==> src/include/wresp_bank_cfg.svh <==
`ifndef WRESP_BANK_CFG_SVH
`define WRESP_BANK_CFG_SVH

// Message word and its ID field
`define WRB_MSG_W 32
`define WRB_ID_W 2
`define WRB_NUM_IDS 4

// Slot pool
`define WRB_CAPACITY 16
`define WRB_ADDR_W 4
`define WRB_CNT_W 5

`endif

==> src/design/wresp_bank_pkg.sv <==
`include "wresp_bank_cfg.svh"

package wresp_bank_pkg;

  // Field view of a message word, ID in the low bits
  typedef struct packed {
    logic [`WRB_MSG_W-`WRB_ID_W-1:0] payload;
    logic [`WRB_ID_W-1:0]            id;
  } wresp_msg_fields_t;

  // Storage handles the raw word, the controller reads the fields
  typedef union packed {
    logic [`WRB_MSG_W-1:0] raw;
    wresp_msg_fields_t     fields;
  } wresp_msg_u;

  // One message write and one link write per cycle
  typedef struct packed {
    logic                   msg_en;
    logic [`WRB_ADDR_W-1:0] msg_addr;
    wresp_msg_u             msg;
    logic                   link_en;
    logic [`WRB_ADDR_W-1:0] link_addr;
    logic [`WRB_ADDR_W-1:0] link_data;
  } wresp_store_wr_t;

  // What the release side needs to know about one ID
  typedef struct packed {
    logic [`WRB_ADDR_W-1:0] tail;
    logic                   filled;
  } wresp_id_view_t;

  typedef wresp_id_view_t [`WRB_NUM_IDS-1:0] wresp_id_view_a;

  // Grant issued when the output register loads
  typedef struct packed {
    logic                   valid;
    logic [`WRB_ID_W-1:0]   id;
    logic [`WRB_ADDR_W-1:0] addr;
  } wresp_grant_t;

endpackage

==> src/design/wresp_slot_alloc.sv <==
`timescale 1ns/100ps
`include "wresp_bank_cfg.svh"

module wresp_slot_alloc (
  input  logic                     clk_i,
  input  logic                     rst_ni,
  input  logic                     reserve_i,
  input  logic [`WRB_CAPACITY-1:0] release_onehot_i,
  output logic [`WRB_ADDR_W-1:0]   free_addr_o,
  output logic                     any_free_o
);

  // One bit per slot, set while the slot belongs to a list or the output
  logic [`WRB_CAPACITY-1:0] occ_q;
  logic [`WRB_CAPACITY-1:0] occ_d;

  // Lowest free slot wins
  always_comb begin
    free_addr_o = '0;
    for (int s = `WRB_CAPACITY - 1; s >= 0; s--) begin
      if (!occ_q[s]) begin
        free_addr_o = `WRB_ADDR_W'(s);
      end
    end
  end

  assign any_free_o = ~&occ_q;

  always_comb begin
    occ_d = occ_q & ~release_onehot_i;
    if (reserve_i) begin
      occ_d[free_addr_o] = 1'b1;
    end
  end

  always_ff @(posedge clk_i or negedge rst_ni) begin
    if (!rst_ni) begin
      occ_q <= '0;
    end else begin
      occ_q <= occ_d;
    end
  end

endmodule

==> src/design/wresp_slot_store.sv <==
`timescale 1ns/100ps
`include "wresp_bank_cfg.svh"

module wresp_slot_store (
  input  logic                            clk_i,
  input  logic                            rst_ni,
  input  wresp_bank_pkg::wresp_store_wr_t wr_i,
  input  logic [`WRB_ADDR_W-1:0]          middle_addr_i,
  input  logic [`WRB_ADDR_W-1:0]          tail_addr_i,
  input  logic [`WRB_ADDR_W-1:0]          msg_rd_addr_i,
  output logic [`WRB_ADDR_W-1:0]          middle_link_o,
  output logic [`WRB_ADDR_W-1:0]          tail_link_o,
  output wresp_bank_pkg::wresp_msg_u      msg_rd_o
);

  // Message words, kept as raw data
  logic [`WRB_MSG_W-1:0] msg_mem [`WRB_CAPACITY];

  // Next newer slot of the same ID
  logic [`WRB_ADDR_W-1:0] link_mem [`WRB_CAPACITY];

  ////////////////////////////////////////
  // Write ports
  ////////////////////////////////////////

  always_ff @(posedge clk_i) begin
    if (wr_i.msg_en) begin
      msg_mem[wr_i.msg_addr] <= wr_i.msg.raw;
    end
  end

  always_ff @(posedge clk_i or negedge rst_ni) begin
    if (!rst_ni) begin
      for (int s = 0; s < `WRB_CAPACITY; s++) begin
        link_mem[s] <= '0;
      end
    end else if (wr_i.link_en) begin
      link_mem[wr_i.link_addr] <= wr_i.link_data;
    end
  end

  ////////////////////////////////////////
  // Read ports
  ////////////////////////////////////////

  assign middle_link_o = link_mem[middle_addr_i];
  assign tail_link_o = link_mem[tail_addr_i];
  assign msg_rd_o.raw = msg_mem[msg_rd_addr_i];

endmodule

==> src/design/wresp_release_sel.sv <==
`timescale 1ns/100ps
`include "wresp_bank_cfg.svh"

module wresp_release_sel (
  input  logic                           clk_i,
  input  logic                           rst_ni,
  input  wresp_bank_pkg::wresp_id_view_a id_view_i,
  input  logic [`WRB_CAPACITY-1:0]       release_en_i,
  input  wresp_bank_pkg::wresp_msg_u     msg_rd_i,
  input  logic                           out_ready_i,
  output wresp_bank_pkg::wresp_grant_t   grant_o,
  output logic [`WRB_ADDR_W-1:0]         msg_rd_addr_o,
  output wresp_bank_pkg::wresp_msg_u     data_o,
  output logic                           out_valid_o,
  output logic [`WRB_CAPACITY-1:0]       address_released_onehot_o
);

  logic [`WRB_NUM_IDS-1:0] eligible;
  logic                    accept;
  logic                    load;
  logic                    valid_q;
  logic [`WRB_ADDR_W-1:0]  addr_q;
  wresp_bank_pkg::wresp_msg_u data_q;

  // ID is eligible when its oldest filled slot has its release enable
  for (genvar g = 0; g < `WRB_NUM_IDS; g++) begin : gen_elig
    assign eligible[g] = id_view_i[g].filled && release_en_i[id_view_i[g].tail];
  end

  assign accept = valid_q && out_ready_i;
  assign load = (!valid_q || out_ready_i) && (|eligible);

  // Lowest eligible ID
  always_comb begin
    grant_o = '0;
    for (int i = `WRB_NUM_IDS - 1; i >= 0; i--) begin
      if (eligible[i]) begin
        grant_o.id = `WRB_ID_W'(i);
        grant_o.addr = id_view_i[i].tail;
      end
    end
    grant_o.valid = load;
  end

  assign msg_rd_addr_o = grant_o.addr;

  ////////////////////////////////////////
  // Output register
  ////////////////////////////////////////

  always_ff @(posedge clk_i or negedge rst_ni) begin
    if (!rst_ni) begin
      valid_q <= 1'b0;
    end else if (load) begin
      valid_q <= 1'b1;
    end else if (accept) begin
      valid_q <= 1'b0;
    end
  end

  always_ff @(posedge clk_i) begin
    if (load) begin
      data_q <= msg_rd_i;
      addr_q <= grant_o.addr;
    end
  end

  assign out_valid_o = valid_q;
  assign data_o = data_q;
  assign address_released_onehot_o = accept ? (`WRB_CAPACITY'(1) << addr_q) : '0;

endmodule

==> src/design/wresp_queue_ctrl.sv <==
`timescale 1ns/100ps
`include "wresp_bank_cfg.svh"

module wresp_queue_ctrl (
  input  logic                            clk_i,
  input  logic                            rst_ni,
  input  logic [`WRB_NUM_IDS-1:0]         reservation_id_onehot_i,
  input  logic                            reservation_ready_i,
  input  wresp_bank_pkg::wresp_msg_u      data_i,
  input  logic                            in_valid_i,
  input  logic [`WRB_ADDR_W-1:0]          free_addr_i,
  input  logic                            any_free_i,
  input  logic [`WRB_ADDR_W-1:0]          middle_link_i,
  input  logic [`WRB_ADDR_W-1:0]          tail_link_i,
  input  wresp_bank_pkg::wresp_grant_t    grant_i,
  output logic                            in_ready_o,
  output logic                            reservation_valid_o,
  output logic                            reserve_o,
  output wresp_bank_pkg::wresp_store_wr_t store_wr_o,
  output logic [`WRB_ADDR_W-1:0]          middle_addr_o,
  output logic [`WRB_ADDR_W-1:0]          tail_addr_o,
  output wresp_bank_pkg::wresp_id_view_a  id_view_o
);

  // List order per ID is tail, filled slots, middle, reserved slots, head
  logic [`WRB_ADDR_W-1:0] head_q   [`WRB_NUM_IDS];
  logic [`WRB_ADDR_W-1:0] head_d   [`WRB_NUM_IDS];
  logic [`WRB_ADDR_W-1:0] middle_q [`WRB_NUM_IDS];
  logic [`WRB_ADDR_W-1:0] middle_d [`WRB_NUM_IDS];
  logic [`WRB_ADDR_W-1:0] tail_q   [`WRB_NUM_IDS];
  logic [`WRB_ADDR_W-1:0] tail_d   [`WRB_NUM_IDS];
  logic [`WRB_CNT_W-1:0]  resv_q   [`WRB_NUM_IDS];
  logic [`WRB_CNT_W-1:0]  resv_d   [`WRB_NUM_IDS];
  logic [`WRB_CNT_W-1:0]  fill_q   [`WRB_NUM_IDS];
  logic [`WRB_CNT_W-1:0]  fill_d   [`WRB_NUM_IDS];

  logic [`WRB_ID_W-1:0] in_id;
  logic                 fill;

  // A link written this cycle is seen by a pointer walking through it
  function automatic logic [`WRB_ADDR_W-1:0] link_fwd(
    input wresp_bank_pkg::wresp_store_wr_t wr,
    input logic [`WRB_ADDR_W-1:0]          addr,
    input logic [`WRB_ADDR_W-1:0]          link
  );
    return (wr.link_en && wr.link_addr == addr) ? wr.link_data : link;
  endfunction

  assign in_id = data_i.fields.id;
  assign in_ready_o = in_valid_i && (resv_q[in_id] != '0);
  assign fill = in_ready_o;

  assign reservation_valid_o = any_free_i;
  assign reserve_o = any_free_i && reservation_ready_i && (|reservation_id_onehot_i);

  assign middle_addr_o = middle_q[in_id];
  assign tail_addr_o = tail_q[grant_i.id];

  ////////////////////////////////////////
  // Store writes
  ////////////////////////////////////////

  always_comb begin
    store_wr_o = '0;
    store_wr_o.msg_en = fill;
    store_wr_o.msg_addr = middle_q[in_id];
    store_wr_o.msg = data_i;
    // New slot hangs off the old head when the list already exists
    for (int i = 0; i < `WRB_NUM_IDS; i++) begin
      if (reserve_o && reservation_id_onehot_i[i] &&
          (resv_q[i] != '0 || fill_q[i] != '0)) begin
        store_wr_o.link_en = 1'b1;
        store_wr_o.link_addr = head_q[i];
        store_wr_o.link_data = free_addr_i;
      end
    end
  end

  ////////////////////////////////////////
  // Pointer and counter updates
  ////////////////////////////////////////

  always_comb begin
    logic res_hit;
    logic fill_hit;
    logic grant_hit;
    logic empty;
    for (int i = 0; i < `WRB_NUM_IDS; i++) begin
      res_hit = reserve_o && reservation_id_onehot_i[i];
      fill_hit = fill && (in_id == `WRB_ID_W'(i));
      grant_hit = grant_i.valid && (grant_i.id == `WRB_ID_W'(i));
      empty = (resv_q[i] == '0) && (fill_q[i] == '0);

      head_d[i] = res_hit ? free_addr_i : head_q[i];

      // Middle follows a fresh reservation, or steps along the list on a fill
      if (res_hit && resv_q[i] == '0) begin
        middle_d[i] = free_addr_i;
      end else if (fill_hit) begin
        middle_d[i] = link_fwd(store_wr_o, middle_q[i], middle_link_i);
      end else begin
        middle_d[i] = middle_q[i];
      end

      if (res_hit && empty) begin
        tail_d[i] = free_addr_i;
      end else if (grant_hit) begin
        tail_d[i] = link_fwd(store_wr_o, tail_q[i], tail_link_i);
      end else begin
        tail_d[i] = tail_q[i];
      end

      resv_d[i] = resv_q[i];
      if (res_hit) begin
        resv_d[i] = resv_d[i] + `WRB_CNT_W'(1);
      end
      if (fill_hit) begin
        resv_d[i] = resv_d[i] - `WRB_CNT_W'(1);
      end

      fill_d[i] = fill_q[i];
      if (fill_hit) begin
        fill_d[i] = fill_d[i] + `WRB_CNT_W'(1);
      end
      if (grant_hit) begin
        fill_d[i] = fill_d[i] - `WRB_CNT_W'(1);
      end
    end
  end

  always_ff @(posedge clk_i or negedge rst_ni) begin
    if (!rst_ni) begin
      for (int i = 0; i < `WRB_NUM_IDS; i++) begin
        head_q[i] <= '0;
        middle_q[i] <= '0;
        tail_q[i] <= '0;
        resv_q[i] <= '0;
        fill_q[i] <= '0;
      end
    end else begin
      head_q <= head_d;
      middle_q <= middle_d;
      tail_q <= tail_d;
      resv_q <= resv_d;
      fill_q <= fill_d;
    end
  end

  // Release view
  for (genvar g = 0; g < `WRB_NUM_IDS; g++) begin : gen_view
    assign id_view_o[g].tail = tail_q[g];
    assign id_view_o[g].filled = (fill_q[g] != '0);
  end

endmodule

==> src/design/wresp_bank_top.sv <==
`timescale 1ns/100ps
`include "wresp_bank_cfg.svh"

module wresp_bank_top (
  input  logic                          clk_i,
  input  logic                          rst_ni,

  // Reservation
  input  logic [`WRB_NUM_IDS-1:0]       reservation_id_onehot_i,
  input  logic                          reservation_ready_i,
  output logic                          reservation_valid_o,
  output logic [`WRB_ADDR_W-1:0]        new_reserved_address_o,

  // Input messages
  input  wresp_bank_pkg::wresp_msg_u    data_i,
  input  logic                          in_valid_i,
  output logic                          in_ready_o,

  // Release and output
  input  logic [`WRB_CAPACITY-1:0]      release_en_i,
  output wresp_bank_pkg::wresp_msg_u    data_o,
  output logic                          out_valid_o,
  input  logic                          out_ready_i,
  output logic [`WRB_CAPACITY-1:0]      address_released_onehot_o
);

  logic                            any_free;
  logic                            reserve;
  wresp_bank_pkg::wresp_store_wr_t store_wr;
  logic [`WRB_ADDR_W-1:0]          middle_addr;
  logic [`WRB_ADDR_W-1:0]          tail_addr;
  logic [`WRB_ADDR_W-1:0]          middle_link;
  logic [`WRB_ADDR_W-1:0]          tail_link;
  logic [`WRB_ADDR_W-1:0]          msg_rd_addr;
  wresp_bank_pkg::wresp_msg_u      msg_rd;
  wresp_bank_pkg::wresp_id_view_a  id_view;
  wresp_bank_pkg::wresp_grant_t    grant;

  wresp_queue_ctrl u_queue_ctrl (
    .clk_i                   (clk_i),
    .rst_ni                  (rst_ni),
    .reservation_id_onehot_i (reservation_id_onehot_i),
    .reservation_ready_i     (reservation_ready_i),
    .data_i                  (data_i),
    .in_valid_i              (in_valid_i),
    .free_addr_i             (new_reserved_address_o),
    .any_free_i              (any_free),
    .middle_link_i           (middle_link),
    .tail_link_i             (tail_link),
    .grant_i                 (grant),
    .in_ready_o              (in_ready_o),
    .reservation_valid_o     (reservation_valid_o),
    .reserve_o               (reserve),
    .store_wr_o              (store_wr),
    .middle_addr_o           (middle_addr),
    .tail_addr_o             (tail_addr),
    .id_view_o               (id_view)
  );

  // Freed slots go back to the allocator as they leave the output
  wresp_slot_alloc u_slot_alloc (
    .clk_i            (clk_i),
    .rst_ni           (rst_ni),
    .reserve_i        (reserve),
    .release_onehot_i (address_released_onehot_o),
    .free_addr_o      (new_reserved_address_o),
    .any_free_o       (any_free)
  );

  wresp_slot_store u_slot_store (
    .clk_i         (clk_i),
    .rst_ni        (rst_ni),
    .wr_i          (store_wr),
    .middle_addr_i (middle_addr),
    .tail_addr_i   (tail_addr),
    .msg_rd_addr_i (msg_rd_addr),
    .middle_link_o (middle_link),
    .tail_link_o   (tail_link),
    .msg_rd_o      (msg_rd)
  );

  wresp_release_sel u_release_sel (
    .clk_i                     (clk_i),
    .rst_ni                    (rst_ni),
    .id_view_i                 (id_view),
    .release_en_i              (release_en_i),
    .msg_rd_i                  (msg_rd),
    .out_ready_i               (out_ready_i),
    .grant_o                   (grant),
    .msg_rd_addr_o             (msg_rd_addr),
    .data_o                    (data_o),
    .out_valid_o               (out_valid_o),
    .address_released_onehot_o (address_released_onehot_o)
  );

endmodule

==> config.mk <==
export PLATFORM = sky130hd
export DESIGN_NAME = wresp_bank_top
export DESIGN_NICKNAME = d
export VERILOG_FILES = /design/src/design/wresp_bank_pkg.sv /design/src/design/wresp_slot_alloc.sv /design/src/design/wresp_slot_store.sv /design/src/design/wresp_release_sel.sv /design/src/design/wresp_queue_ctrl.sv /design/src/design/wresp_bank_top.sv
export VERILOG_INCLUDE_DIRS = /design/src /design/src/include
export SDC_FILE = /design/constraint.sdc
export NUM_CORES = 1
export LEC_CHECK = 0
export ABC_AREA = 1
export BUFFER_PORTS_ARGS = -buffer_cell sky130_fd_sc_hd__buf_4
export CORE_ASPECT_RATIO = 1.25
export CORE_MARGIN = 5
export CORE_UTILIZATION = 45
export DETAILED_ROUTE_END_ITERATION = 6
export GPL_TIMING_DRIVEN = 0
export PLACE_DENSITY_LB_ADDON = 0.15
export SKIP_CTS_REPAIR_TIMING = 1
export SYNTH_ARGS = -nofsm -noshare
export SYNTH_HDL_FRONTEND = slang
export SYNTH_SLANG_ARGS = --single-unit
==> constraint.sdc <==
create_clock -name clk_i -period 3.6 [get_ports clk_i]
set_input_delay 0.72 -clock clk_i [delete_from_list [all_inputs] [get_ports clk_i]]
set_output_delay 0.72 -clock clk_i [all_outputs]
set_load 0.01 [all_outputs]
==> results.toml, run 1 <==
[sta]
fin_ws_ps = 30.2
fin_hold_ws_ps = 53.9
rsz0062_at_grt = "true"
max_freq_mhz = 280
fin_skew_ps = 17.1
fin_crit_ps = 3570
tns_ps = 0
slew_violations = 0
min_period_over_period_pct = 99.2
setup_viol = 0
report.final.hold_viol_count = 0
worst_slew_pin_slew_ps = 1040
maxSlewHeadroom_pct = 30.5

[setup_path]
slowest_delay_ps = 630
worst_path_most_repeated_cell = "nand2_1"
critPathSlowestCell = "nor2_1"
crit_path_end_kind = "register"
cpLargestDelayFamily = "simple AND/OR/NAND/NOR gates"
crit_type = "in2reg"
reg2reg_slack_ps = 130
crit_fanout = 20
start_kind = "input pin"
worstPathCellList = "buf_4 > inv_1 > nand2_1 > inv_1 > a22oi_1 > nand2_1 > inv_1 > nor2_2 > clkbuf_1 > a22oi_1 > o221ai_1 > nand2_1 > nand2_1 > nor2_1 > nand2_1 > nand3_1 > nand2_1"
cp.buffers_inverters = 5
worstPathArrival_ps = 4090
crit_required_ps = 4120

[die]
ios = 112
dieArea_mm2 = 0.0799
num_rows = 111
die_x_um = 254
core_area_mm2 = 0.0735
fp.dieH_um = 315
start_util_pct = 45.5

[routing]
via_per_inst = 5.80
vias = 25526
antenna_left = 0
detail_route.drc_violations = 0
firstDrtPassIters = 5
drt_iter0_drc = 2310
drt-wirelength-per-cell_um = 24.6
drt_wl_total_um = 108000

[logic_synthesis]
ys.flop_type = "edfxtp_1"
synth_nets = 3224
synth_seq_cells = 717
synth_cells = 3143
async_flop_share_pct = 23.6
avgSynthCellArea_um2 = 10.6
syn_area_mm2 = 0.0334
synth_seq_area_share_pct = 61.9
synthDistinctLibCells = 61
yosysWarnings = 0
synth-edff-count = 548

[global_route]
antenna_found_initial = 3
grt_overflow = 0
grt_usage_pct = 26.5
grt_pass1_wl_um = 159000
grt_max_degree = 104
grt_pass1_vias = 25346

[run]
cap_violations = 0

[final_layout]
final_common_cell = "edfxtp_1"
instances_no_fill = 4398
syn_to_final_growth_pct = 16.0
drive_above_1_share_pct = 15.3
final_cell_mix = "edfxtp_1 (548), nand2_1 (528), inv_1 (349), o211ai_1 (261), o21ai_0 (246)"
nets = 3461

[clock_tree]
h-tree-depth = 3
clock-root-buffer = "clkbuf_16"
insertion_delay_ps = 630
cts_tree = "built"
cts_made_buffers = 75
clk_pin_slew_ps = 60
cts_sinks = 717
cts_buffer_depth = 3

[place]
place_worst_setup_slack_ps = -1120
dp.cells = 4236
place.gp.congestion = 0.920
dp_hpwl_um = 74500
port-buffer-count = 111

[hold_path]
hold_path_class = "in2async"

[status]
status = "finished clean"
## cell usage after synthesis (20+ instances only)
master    number  area [um^2]
nand2_1      529         1990
nand3_1      233         1170
dfrtp_1      169         4230
nand4_1       27          169
o21ai_1       20          100
o22ai_1       44          275
clkbuf_1      42          158
buf_2         91          455
nor2_1       114          428
a21oi_1      157          786
ha_1          24          300
o211ai_1     261         1960
o21ai_0      246         1230
a22oi_1       25          188
inv_1        350         1310
edfxtp_1     548        16500
xor2_1        56          490
## registers in the layout, summed over array words and instances, names as in the netlist
signal / flops
u_queue_ctrl.head_q: 16
u_queue_ctrl.resv_q: 20
u_slot_alloc.occ_q: 16
u_slot_store.msg_mem: 512
u_queue_ctrl.fill_q: 20
u_slot_store.link_mem: 64
u_release_sel.out_valid_o: 1
u_queue_ctrl.id_view_o: 16
u_release_sel.addr_q: 4
u_queue_ctrl.middle_q: 16
u_release_sel.data_o: 32
## cell type report
class                           instances  area [um^2]
Antenna cell                            2         5.00
Buffer                                162          902
Clock buffer                          106         2120
Clock inverter                         27          164
Fill cell                            6406        34700
Inverter                              368         1380
Multi-Input combinational cell       1896        10700
Sequential cell                       717        20700
Tap cell                              960         1200
Timing Repair Buffer                  160         1620
## metrics by stage
stage	area (um^2)	util (%)
after global placement	35500	48.3
after global routing	38800	52.8
after CTS	38400	52.2
after floorplan	33400	-
final	38800	52.8
after detailed placement	36100	49.1
## worst paths after layout
path,startpoint,endpoint,depth (start not counted)
worst max-delay path,data_i[1],u_queue_ctrl.middle_q[15],17
worst min-delay path,rst_ni,u_slot_store.link_mem[46],1
worst max register to register,u_queue_ctrl.id_view_o[1],u_release_sel.data_o[29],17
worst min register to register,u_queue_ctrl.head_q[0],u_queue_ctrl.head_q[0],2
max in group asynchronous,rst_ni,u_queue_ctrl.fill_q[4],2
min in group clk_i,data_i[12],u_slot_store.msg_mem[15][12],1
## per-layer routing
layer  vias to the layer above  share of wire (%)  track usage, %  wire [um]
met5                         -              0.027               0         29
met4                         4                5.1            12.8       5490
met3                       283                6.9            3.91       7450
met2                      1188                 50            46.3      54700
met1                     12450                 38            32.2      40700
li1                      11601                  -               -          -
## cells by family (layout without fill, tap and decap cells)
family          count (synthesis)  after routing  share of synthesized area, %
simple gates                  986            986                          13.2
compound gates                805            805                          15.2
flops                         717            717                          61.9
buf+inv                       530            823                          6.69
xor+xnor                       74             74                          1.94
fa+ha+maj                      24             24                         0.898
mux                             7              7                         0.210
other cells                     0              2                             0
## worst register-to-register path, stage by stage, from the launching register on
cell and delay [ps]:
dfrtp_1 370, buf_4 180, inv_2 90, buf_6 150, nand2_1 70, nand3_1 70
nand3_1 90, nand3_1 90, nand2_1 90, nand2_2 170, buf_6 180, nor2_1 60
a31oi_1 330, buf_2 340, buf_2 440, o211ai_1 260, nand3_1 150, nand2_1 90
Power of run 1 is left out: the tool's default activity adds up to more than one toggle a clock period on the data nets, which glitch-free logic cannot reach.
==> run 2, diff against run 1 <==
--- a/config.mk
+++ b/config.mk
@@ -7,10 +7,10 @@
 export NUM_CORES = 1
 export LEC_CHECK = 0
 export ABC_AREA = 1
-export BUFFER_PORTS_ARGS = -buffer_cell sky130_fd_sc_hd__buf_4
+export BUFFER_PORTS_ARGS = -buffer_cell sky130_fd_sc_hd__buf_2
 export CORE_ASPECT_RATIO = 1.25
 export CORE_MARGIN = 5
-export CORE_UTILIZATION = 45
+export CORE_UTILIZATION = 46
 export DETAILED_ROUTE_END_ITERATION = 6
 export GPL_TIMING_DRIVEN = 0
 export PLACE_DENSITY_LB_ADDON = 0.15
==> results.toml, run 2 (same netlist as run 1, synthesis figures left out) <==
[routing]
drt_iter0_drc = 2522
drt_wl_total_um = 107000
antenna_left = 0
via_per_inst = 5.79
drt-wirelength-per-cell_um = 24.4
detail_route.drc_violations = 11
firstDrtPassIters = 7
vias = 25518

[global_route]
antenna_found_initial = 4
grt_max_degree = 112
grt_pass1_wl_um = 158000
grt_pass1_vias = 25267
grt_usage_pct = 26.4
grt_overflow = 0

[sta]
slew_violations = 0
fin_skew_ps = 21.8
min_period_over_period_pct = 98.2
fin_crit_ps = 3540
max_freq_mhz = 283
report.final.hold_viol_count = 0
rsz0062_at_grt = "false"
setup_viol = 0
worst_slew_pin_slew_ps = 1090
maxSlewHeadroom_pct = 26.7

[setup_path]
cp.buffers_inverters = 5
crit_type = "in2reg"
critPathSlowestCell = "nor2_1"
crit_required_ps = 3950
start_kind = "input pin"
slowest_delay_ps = 430
worst_path_most_repeated_cell = "nand2_1"
worstPathCellList = "clkbuf_4 > nor2_1 > a22oi_1 > nand2_1 > inv_1 > nor2_2 > clkbuf_2 > nand2_1 > nor2_4 > buf_12 > buf_16"
cpLargestDelayFamily = "simple AND/OR/NAND/NOR gates"
worstPathArrival_ps = 3880
crit_path_end_kind = "register"
crit_fanout = 22

[die]
die_x_um = 251
num_rows = 110
start_util_pct = 46.4
ios = 112
core_area_mm2 = 0.0720
dieArea_mm2 = 0.0782
fp.dieH_um = 311

[hold_path]
hold_path_class = "in2async"

[final_layout]
final_common_cell = "edfxtp_1"
multi_input_area_mm2 = 0.0107
drive_above_1_share_pct = 16.0
seqCellArea_mm2 = 0.0207
final_cell_mix = "edfxtp_1 (548), nand2_1 (528), inv_1 (348), o211ai_1 (261), o21ai_0 (246)"
regMostFlops = "u_slot_store.msg_mem"
syn_to_final_growth_pct = 16.1
largest_reg_flops = 512
fill_cells = 6339
utilization_pct = 53.9
nets = 3473

[run]
cap_violations = 0

[place]
place.gp.congestion = 0.922
dp_hpwl_um = 73700
port-buffer-count = 111

[clock_tree]
cts_buffer_depth = 3
cts_tree = "built"
clk_pin_slew_ps = 70
h-tree-depth = 3
cts_made_buffers = 75
clock-root-buffer = "clkbuf_16"
insertion_delay_ps = 640
cts_sinks = 717

[status]
status = "complete, but fails checks"
violations = "design-rule violations"
==> run 2: changes by cell type in the layout (fill, tap and decap cells not counted), moves of 5 or more <==
cell | before | now
inv_6 | 0 | 5
buf_12 | 17 | 25
buf_4 | 140 | 33
bufinv_16 | 0 | 6
buf_2 | 83 | 195
clkbuf_1 | 52 | 43
==> run 2: worst paths after layout <==
kind                                          endpoint  cells past startpoint                 startpoint  slack [ps]
max in group asynchronous       u_queue_ctrl.resv_q[1]                      2                     rst_ni        2570
hold reg to reg              u_slot_store.link_mem[18]                      2  u_slot_store.link_mem[18]         480
setup reg to reg              u_release_sel.data_o[29]                     17  u_queue_ctrl.id_view_o[1]         110
hold / removal                  u_queue_ctrl.fill_q[9]                      1                     rst_ni          30
setup / recovery           u_slot_store.msg_mem[1][23]                     11                  data_i[0]          60
min in group clk_i         u_slot_store.msg_mem[4][30]                      1                 data_i[30]         470
==> run 2: cell type report <==
type / instances / share of cell area, %
sequential: 717 / 53.3
clock inverter: 47 / 1.21
timing repair buffer: 171 / 3.90
antenna: 2 / 0.0129
buffer: 162 / 2.31
inverter: 368 / 3.57
tap: 952 / 3.07
multi-input combinational: 1897 / 27.6
clock buffer: 90 / 5.03
==> run 2: layer usage <==
metal | part of all wire [%] | wire, um | up-vias | track usage (%)
met5 | 0.0074 | 8 | - | 0
met4 | 5.1 | 5490 | 2 | 12.9
met3 | 6.3 | 6780 | 276 | 3.50
met2 | 50 | 54000 | 1095 | 46.0
met1 | 38 | 41100 | 12491 | 32.5
li1 | - | - | 11654 | -
==> run 2: per-stage QoR <==
| step | instance area, um^2 | TNS [ps] | worst slack, ps | cells | hold WS, ps |
|---|---|---|---|---|---|
| floorplan | 33400 | -37650 | -175 | 3143 | 424 |
| global route | 38800 | 0 | 6.50 | 4404 | 46.8 |
| finish | 38800 | 0 | 65.0 | 4406 | 29.7 |
| CTS | 38200 | -177000 | -850 | 4363 | 12.9 |
| detailed placement | 35800 | -560880 | -1540 | 4226 | 474 |
| global placement | 35200 | -1804590 | -3470 | 4206 | 467 |
Power of run 2 is left out for the same reason.
